**src/logic/cu_pkg.sv**
```systemverilog
`default_nettype none

package cu_pkg;

	// instructions, opcodes and addresses
	typedef logic [7:0] word_t;
	typedef logic [8:0] load_vect_t;
	typedef logic [5:0] clear_vect_t;
	// amux, bmux and alu_op
	typedef logic [2:0] sel_t;

	// load vector bit positions
	localparam int ld_mi_ac = 0;
	localparam int ld_alu_ac = 1;
	localparam int ld_ac_rh = 2;
	localparam int ld_ac_rw = 3;
	localparam int ld_ac_rs = 4;
	localparam int ld_ac_rx = 5;
	localparam int ld_ac_ri = 6;
	localparam int ld_ac_rj = 7;
	localparam int ld_ac_rk = 8;

	// clear vector bit positions
	localparam int clr_ac = 0;
	localparam int clr_rs = 1;
	localparam int clr_rx = 2;
	localparam int clr_ri = 3;
	localparam int clr_rj = 4;
	localparam int clr_rk = 5;

	// opcode values
	localparam word_t op_ldac = 8'd3;
	localparam word_t op_mvacrh = 8'd5;
	localparam word_t op_strsrk = 8'd7;
	localparam word_t op_clac = 8'd9;
	localparam word_t op_clrs = 8'd11;
	localparam word_t op_addrxac = 8'd15;
	localparam word_t op_divrs = 8'd19;
	localparam word_t op_subrhrj = 8'd20;
	localparam word_t op_inri = 8'd22;
	localparam word_t op_decrx = 8'd26;
	localparam word_t op_jump = 8'd31;
	localparam word_t op_jmpz = 8'd33;
	localparam word_t op_end = 8'd37;

	typedef enum logic [4:0] {
		idle, fetch1, fetch2, decode,
		ldac_wait, mvacrh, strsrk_wait, clac, clrs,
		addrxac1, addrxac2, divrs, subrhrj, inri, decrx,
		jump1, jmpz_test, jmpz_skip, end_op
	} state_t;

endpackage

`default_nettype wire

```
**src/logic/control_unit.sv**
```systemverilog
`timescale 1ns/1ps
`default_nettype none

module control_unit (
	input wire clk,
	input wire rst,
	input wire start,
	input wire z,
	input wire mem_rd_done,
	input wire mem_wr_done,
	input wire cu_pkg::word_t m_ins_data,
	output cu_pkg::word_t m_ins_add,
	output logic rd_m_ins,
	output logic rd_mi,
	output logic wr_mo,
	output cu_pkg::load_vect_t load_vect,
	output cu_pkg::clear_vect_t clear_vect,
	output cu_pkg::sel_t amux,
	output cu_pkg::sel_t bmux,
	output cu_pkg::sel_t alu_op,
	output logic pass_ac,
	output logic end_flag
);

	// fetch controls from the table
	logic clr_fetch;
	logic ld_ir;
	logic inc_pc;
	logic ld_pc;
	cu_pkg::word_t opcode;
	cu_pkg::state_t state_next;

	instr_fetch u_fetch (
		.clk(clk),
		.rst(rst),
		.clr_fetch(clr_fetch),
		.ld_ir(ld_ir),
		.inc_pc(inc_pc),
		.ld_pc(ld_pc),
		.m_ins_data(m_ins_data),
		.opcode(opcode),
		.m_ins_add(m_ins_add)
	);

	op_sequencer u_seq (
		.clk(clk),
		.rst(rst),
		.start(start),
		.z(z),
		.mem_rd_done(mem_rd_done),
		.mem_wr_done(mem_wr_done),
		.opcode(opcode),
		.state_next(state_next)
	);

	control_word u_word (
		.clk(clk),
		.rst(rst),
		.state_next(state_next),
		.clr_fetch(clr_fetch),
		.ld_ir(ld_ir),
		.inc_pc(inc_pc),
		.ld_pc(ld_pc),
		.rd_m_ins(rd_m_ins),
		.rd_mi(rd_mi),
		.wr_mo(wr_mo),
		.pass_ac(pass_ac),
		.end_flag(end_flag),
		.load_vect(load_vect),
		.clear_vect(clear_vect),
		.amux(amux),
		.bmux(bmux),
		.alu_op(alu_op)
	);

endmodule

`default_nettype wire

```
**src/logic/control_word.sv**
```systemverilog
`timescale 1ns/1ps
`default_nettype none

module control_word (
	input wire clk,
	input wire rst,
	input wire cu_pkg::state_t state_next,
	output logic clr_fetch,
	output logic ld_ir,
	output logic inc_pc,
	output logic ld_pc,
	output logic rd_m_ins,
	output logic rd_mi,
	output logic wr_mo,
	output logic pass_ac,
	output logic end_flag,
	output cu_pkg::load_vect_t load_vect,
	output cu_pkg::clear_vect_t clear_vect,
	output cu_pkg::sel_t amux,
	output cu_pkg::sel_t bmux,
	output cu_pkg::sel_t alu_op
);

	// one flat word of 9 strobes, load, clear and three selects
	localparam int word_w = 9 + 9 + 6 + 9;

	logic [word_w-1:0] word_d;
	logic [word_w-1:0] word_q;

	// table entry for the state about to be entered
	always_comb begin
		logic [8:0] s;
		cu_pkg::load_vect_t ld;
		cu_pkg::clear_vect_t clr;
		cu_pkg::sel_t am;
		cu_pkg::sel_t bm;
		cu_pkg::sel_t op;
		s = '0;
		ld = '0;
		clr = '0;
		am = '0;
		bm = '0;
		op = '0;
		// s from msb is clr_fetch ld_ir inc_pc ld_pc rd_m_ins rd_mi wr_mo pass_ac end_flag
		case (state_next)
			cu_pkg::idle: s[8] = 1'b1;
			cu_pkg::fetch1: s[4] = 1'b1;
			cu_pkg::fetch2: s = 9'b0_1101_0000;
			cu_pkg::ldac_wait: begin
				s[3] = 1'b1;
				ld[cu_pkg::ld_mi_ac] = 1'b1;
			end
			cu_pkg::mvacrh: ld[cu_pkg::ld_ac_rh] = 1'b1;
			cu_pkg::strsrk_wait: s[2] = 1'b1;
			cu_pkg::clac: clr[cu_pkg::clr_ac] = 1'b1;
			cu_pkg::clrs: clr[cu_pkg::clr_rs] = 1'b1;
			cu_pkg::addrxac1: ld[cu_pkg::ld_ac_rs] = 1'b1;
			cu_pkg::addrxac2: begin
				s[1] = 1'b1;
				ld[cu_pkg::ld_ac_rx] = 1'b1;
				ld[cu_pkg::ld_alu_ac] = 1'b1;
				bm = 3'd3;
			end
			cu_pkg::divrs: begin
				s[1] = 1'b1;
				ld[cu_pkg::ld_ac_rs] = 1'b1;
				ld[cu_pkg::ld_alu_ac] = 1'b1;
				op = 3'd1;
			end
			cu_pkg::subrhrj: begin
				ld[cu_pkg::ld_alu_ac] = 1'b1;
				am = 3'd2;
				op = 3'd2;
			end
			cu_pkg::inri: begin
				s[1] = 1'b1;
				ld[cu_pkg::ld_ac_ri] = 1'b1;
				ld[cu_pkg::ld_alu_ac] = 1'b1;
				am = 3'd1;
				op = 3'd3;
			end
			cu_pkg::decrx: begin
				s[1] = 1'b1;
				ld[cu_pkg::ld_ac_rx] = 1'b1;
				ld[cu_pkg::ld_alu_ac] = 1'b1;
				bm = 3'd3;
				op = 3'd5;
			end
			cu_pkg::jump1: s = 9'b0_0011_0000;
			cu_pkg::jmpz_skip: s[6] = 1'b1;
			cu_pkg::end_op: s[0] = 1'b1;
			default: s = '0;
		endcase
		word_d = {s, ld, clr, am, bm, op};
	end

	always_ff @(posedge clk) begin
		if (!rst)
			// idle entry
			word_q <= {9'b1_0000_0000, {(word_w - 9){1'b0}}};
		else
			word_q <= word_d;
	end

	assign {clr_fetch, ld_ir, inc_pc, ld_pc, rd_m_ins, rd_mi, wr_mo, pass_ac, end_flag,
		load_vect, clear_vect, amux, bmux, alu_op} = word_q;

	a_clear_onehot: assert property (@(posedge clk) disable iff (!rst) $onehot0(clear_vect));

	a_rd_wr: assert property (@(posedge clk) disable iff (!rst) !(rd_mi && wr_mo));

endmodule

`default_nettype wire

```
**src/logic/instr_fetch.sv**
```systemverilog
`timescale 1ns/1ps
`default_nettype none

module instr_fetch (
	input wire clk,
	input wire rst,
	input wire clr_fetch,
	input wire ld_ir,
	input wire inc_pc,
	input wire ld_pc,
	input wire cu_pkg::word_t m_ins_data,
	output cu_pkg::word_t opcode,
	output cu_pkg::word_t m_ins_add
);

	cu_pkg::word_t ir;
	cu_pkg::word_t pc;

	always_ff @(posedge clk) begin
		if (!rst || clr_fetch) begin
			ir <= '0;
			pc <= '0;
		end else begin
			if (ld_ir)
				ir <= m_ins_data;
			// jump target comes straight from instruction memory
			if (ld_pc)
				pc <= m_ins_data;
			else if (inc_pc)
				pc <= pc + 8'd1;
		end
	end

	assign opcode = ir;
	assign m_ins_add = pc;

	// table never loads and steps the pc together
	a_pc_ctrl: assert property (@(posedge clk) disable iff (!rst) !(inc_pc && ld_pc));

endmodule

`default_nettype wire

```
**src/logic/op_sequencer.sv**
```systemverilog
`timescale 1ns/1ps
`default_nettype none

module op_sequencer (
	input wire clk,
	input wire rst,
	input wire start,
	input wire z,
	input wire mem_rd_done,
	input wire mem_wr_done,
	input wire cu_pkg::word_t opcode,
	output cu_pkg::state_t state_next
);

	cu_pkg::state_t state;
	logic rd_flag;
	logic wr_flag;

	always_ff @(posedge clk) begin
		if (!rst)
			state <= cu_pkg::idle;
		else
			state <= state_next;
	end

	// sticky done flags where a pulse beats the fetch2 clear
	always_ff @(posedge clk) begin
		if (!rst) begin
			rd_flag <= 1'b0;
			wr_flag <= 1'b0;
		end else begin
			if (mem_rd_done)
				rd_flag <= 1'b1;
			else if (state == cu_pkg::fetch2)
				rd_flag <= 1'b0;
			if (mem_wr_done)
				wr_flag <= 1'b1;
			else if (state == cu_pkg::fetch2)
				wr_flag <= 1'b0;
		end
	end

	always_comb begin
		state_next = cu_pkg::idle;
		case (state)
			cu_pkg::idle:
				state_next = start ? cu_pkg::fetch1 : cu_pkg::idle;
			cu_pkg::fetch1:
				state_next = cu_pkg::fetch2;
			cu_pkg::fetch2:
				state_next = cu_pkg::decode;
			cu_pkg::decode: begin
				case (opcode)
					cu_pkg::op_ldac: state_next = cu_pkg::ldac_wait;
					cu_pkg::op_mvacrh: state_next = cu_pkg::mvacrh;
					cu_pkg::op_strsrk: state_next = cu_pkg::strsrk_wait;
					cu_pkg::op_clac: state_next = cu_pkg::clac;
					cu_pkg::op_clrs: state_next = cu_pkg::clrs;
					cu_pkg::op_addrxac: state_next = cu_pkg::addrxac1;
					cu_pkg::op_divrs: state_next = cu_pkg::divrs;
					cu_pkg::op_subrhrj: state_next = cu_pkg::subrhrj;
					cu_pkg::op_inri: state_next = cu_pkg::inri;
					cu_pkg::op_decrx: state_next = cu_pkg::decrx;
					cu_pkg::op_jump: state_next = cu_pkg::jump1;
					cu_pkg::op_jmpz: state_next = cu_pkg::jmpz_test;
					cu_pkg::op_end: state_next = cu_pkg::end_op;
					// unknown opcode
					default: state_next = cu_pkg::idle;
				endcase
			end
			cu_pkg::ldac_wait:
				state_next = rd_flag ? cu_pkg::fetch1 : cu_pkg::ldac_wait;
			cu_pkg::strsrk_wait:
				state_next = wr_flag ? cu_pkg::fetch1 : cu_pkg::strsrk_wait;
			cu_pkg::addrxac1:
				state_next = cu_pkg::addrxac2;
			// z is only looked at here
			cu_pkg::jmpz_test:
				state_next = z ? cu_pkg::jump1 : cu_pkg::jmpz_skip;
			cu_pkg::end_op:
				state_next = cu_pkg::idle;
			cu_pkg::mvacrh, cu_pkg::clac, cu_pkg::clrs, cu_pkg::addrxac2,
			cu_pkg::divrs, cu_pkg::subrhrj, cu_pkg::inri, cu_pkg::decrx,
			cu_pkg::jump1, cu_pkg::jmpz_skip:
				state_next = cu_pkg::fetch1;
			default:
				state_next = cu_pkg::idle;
		endcase
	end

	a_state_known: assert property (@(posedge clk) disable iff (!rst) !$isunknown(state));

	a_decode_once: assert property (@(posedge clk) disable iff (!rst)
		(state == cu_pkg::decode) |=> (state != cu_pkg::decode));

endmodule

`default_nettype wire

```
**config.mk**
```make
export PLATFORM = sky130hd
export DESIGN_NAME = control_unit
export DESIGN_NICKNAME = d
export VERILOG_FILES = /design/src/logic/cu_pkg.sv /design/src/logic/control_unit.sv /design/src/logic/control_word.sv /design/src/logic/instr_fetch.sv /design/src/logic/op_sequencer.sv
export SDC_FILE = /design/constraint.sdc
export NUM_CORES = 1
export LEC_CHECK = 0
export ABC_CLOCK_PERIOD_IN_PS = 2050
export BUFFER_PORTS_ARGS = -buffer_cell sky130_fd_sc_hd__buf_2
export CORE_MARGIN = 8
export CORE_UTILIZATION = 54
export DETAILED_ROUTE_END_ITERATION = 12
export PLACE_DENSITY = 0.79
export SLEW_MARGIN = 20
export SYNTH_ARGS = -nofsm -noshare
export SYNTH_HDL_FRONTEND = slang
export SYNTH_SLANG_ARGS = --single-unit
```
**constraint.sdc**
```tcl
create_clock -name clk -period 2.05 [get_ports clk]
set_input_delay 0.1025 -clock clk [delete_from_list [all_inputs] [get_ports clk]]
set_output_delay 0.1025 -clock clk [all_outputs]
set_load 0.02 [all_outputs]
```
==> metrics.csv <==
metric;value;unit
CTS tree;yes;
leakage power;1.16;nW
R2R depth;6;
run status;finished clean;
Worst slew margin;66.6;%
Critical Path Source Type;flop;
Worst-path clk slew;0.10;ns
CTS Buf Count;5;
Max Cap Viol;0;
per-cell routed wire length;13.8;um
FF-to-FF setup slack;0.16;ns
first-pass GRT wire length;8220;um
IO buf count;41;
M1 WL;2300;um
initial antenna violation count;0;
#FFs+latches synth;49;
Post-DRT Antenna Nets;0;
share of post-route cells with drive strength above 1;27.5;%
CTS sink cnt;49;
Post-Syn Area;2340;um2
post-detail-place hpwl;3720;um
Starting DRT DRC Count;177;
setup violators final;0;
hold_ws;0.0184;ns
gr usage total;15.4;%
Top Layer Used;met4;
routed via count;1950;
Worst VDD drop;0.000371;V
met2 WL post-DR;2290;um
worst hold path depth;3;
RD Place Congestion;0.914;
Cell Rows;24;
CP Buf/Inv Count;1;
Routed WL;5050;um
drt pass-1 iters;4;
post-route insts no fill;365;
CP Cell Sequence;nor3b_1 -> and4bb_2 -> a221oi_4 -> buf_12 -> xor2_1 -> a2111oi_1;
vias in the first global route;1803;
CTS max path bufs;2;
Post-Route Utilization;63.5;%
Clk Latency, worst-skew pair;0.31;ns
final hold viol count;0;
RR Startpoint;u_seq.state[2];
GRT overflow;0;
root buffer cell;clkbuf_8;
leading area contributor after synthesis;dfxtp_1;
Worst Path Max Fanout;9;
post-synthesis sequential area ratio;41.9;%
Critical Path End;u_word.word_q[0];
Hold/Removal Path Class;in -> reg;
CP peak stage delay;0.44;ns
worst reg2reg path endpoint;u_word.word_q[0];
Layout Nets;327;
largest cells by area after synthesis;dfxtp_1 42%, nor2_1 5.3%, a21oi_1 4.9%, buf_4 4.2%, mux2i_1 3.8%;
ANT cells;0;
Crit Path Category;reg -> reg;
minimum clock period after layout;1.89;ns
core area;4260;um2
DRC viols;0;
Ys Warns;0;
Ports;51;
cell family with most CP delay;simple AND/OR/NAND/NOR gates;
share of flip-flops with an asynchronous set or reset;0;%
Post-synth EDFFs;0;
Synth cell types;54;
H-tree levels;2;
top-area cell type share of the netlist area;41.9;%
die width;81.9;um
pwr dens;649;nW/um2
Post-Synthesis Cells;269;
met3 WL;336;um
final setup skew;0.0101;ns
Setup crit end kind;flop;
Critical Path RT;2.25;ns
synth-to-layout area growth;15.5;%
RSZ-0062 raised after global routing;false;
largest net degree at the start of global routing;18;
Crit. path cell count;6;
Placed Cells;353;
dominant synthesized flop cell;dfxtp_1;
Final Cycle Share;92.4;%
Hold Buf Count CTS;0;
die area;6700;um2
Worst Tran Pin Value;0.501;ns
setup TNS;0;ns
# fillers;369;
Starting Density;55.0;%
Avg Inst Size Synth;8.71;um2
slowest cell on the critical path;dfxtp_2;
CP Launch Point;u_seq.state[2];
max frequency;0.528;GHz
max-slew violation count;0;
WP data arrival;2.10;ns
vias per cell;5.34;
DIE HEIGHT;81.9;um
[how the worst min path moves through the flow]
| stage | startpoint | slack [ns] | to |
|---|---|---|---|
| floorplan | mem_rd_done | 0.24 | u_seq.rd_flag |
| global placement | mem_rd_done | 0.33 | u_seq.rd_flag |
| detailed placement | mem_rd_done | 0.34 | u_seq.rd_flag |
| CTS | mem_rd_done | 0.01 | u_seq.rd_flag |
| global route | mem_rd_done | 0.04 | u_seq.rd_flag |
| finish | mem_rd_done | 0.02 | u_seq.rd_flag |
[metal layers]
layer	track usage, %	vias up
li1	-	994
met1	20.4	889
met2	23.5	56
met3	3.28	11
met4	7.02	0
met5	0	-
[logic make-up (layout without fill, tap and decap cells)]
| kind of cell | after synthesis | after routing | synth area share (%) |
|---|---|---|---|
| AO/OA/AOI/OAI | 51 | 51 | 15.0 |
| XOR/XNOR | 9 | 9 | 3.36 |
| adder cells (fa/ha/maj) | 1 | 1 | 0.534 |
| buffers and inverters | 37 | 73 | 9.02 |
| flip-flops | 49 | 49 | 41.9 |
| multiplexers | 9 | 9 | 3.84 |
| other | 1 | 9 | 0.160 |
| AND/OR/NAND/NOR | 112 | 112 | 26.2 |
[layout by cell type, fill, tap and decap left out, drive strengths merged, types with 6 or more instances in the layout]
master | Yosys | routed
xor2 | 6 | 6
conb | 1 | 9
nor2b | 6 | 6
nor3 | 12 | 12
nand3 | 8 | 8
nand2 | 16 | 16
dfxtp | 49 | 49
inv | 9 | 10
o21ai | 11 | 11
nor2 | 33 | 33
mux2i | 9 | 9
a21oi | 23 | 23
buf | 21 | 56
[synth_stat cells, drive strengths merged (4+ instances only)]
master  instances
dfxtp          49
nor2           33
a21oi          23
buf            21
nand2          16
nor3           12
o21ai          11
inv             9
mux2i           9
nand3           8
clkbuf          7
nor2b           6
xor2            6
and2            5
nand4           5
nand2b          4
nor3b           4
or2             4
[layout make-up]
cell class | instances | area [um2] | area share (%)
Tap cell | 52 | 65.1 | 2.40
Timing Repair Buffer | 56 | 334 | 12.3
Inverter | 9 | 36.3 | 1.34
Clock buffer | 5 | 68.8 | 2.54
Multi-Input combinational cell | 191 | 1190 | 44.0
Clock inverter | 3 | 25.0 | 0.924
Sequential cell | 49 | 987 | 36.5
[metrics by stage]
step                power (mW)  setup WS [ns]  cell area [um2]
floorplan                 1.14          0.264             2370
global placement          1.18        -0.0109             2550
detailed placement        1.18         0.0305             2550
CTS                       1.76        0.00441             2650
global route              1.84        0.00469             2710
finish                    1.76          0.155             2710
[power by group]
group          switching (mW)  total, mW  internal [mW]  leakage [nW]
clock network           0.335      0.581          0.246        0.0447
registers              0.0177      0.986          0.968         0.399
logic                   0.109      0.189         0.0798         0.720
total                   0.462       1.76           1.29          1.16
[worst reg2reg max path: stages, from the launching register on]
cell and delay [ns]:
dfxtp_2 0.44, nor3b_1 0.33, and4bb_2 0.31, a221oi_4 0.05, buf_12 0.15, xor2_1 0.15
a2111oi_1 0.37
[timing repair]
action,CTS,global route
setup endpoints to repair,0,14
gates resized for setup,0,7
buffers inserted,0,4
(Power assumes the default switching activity.)
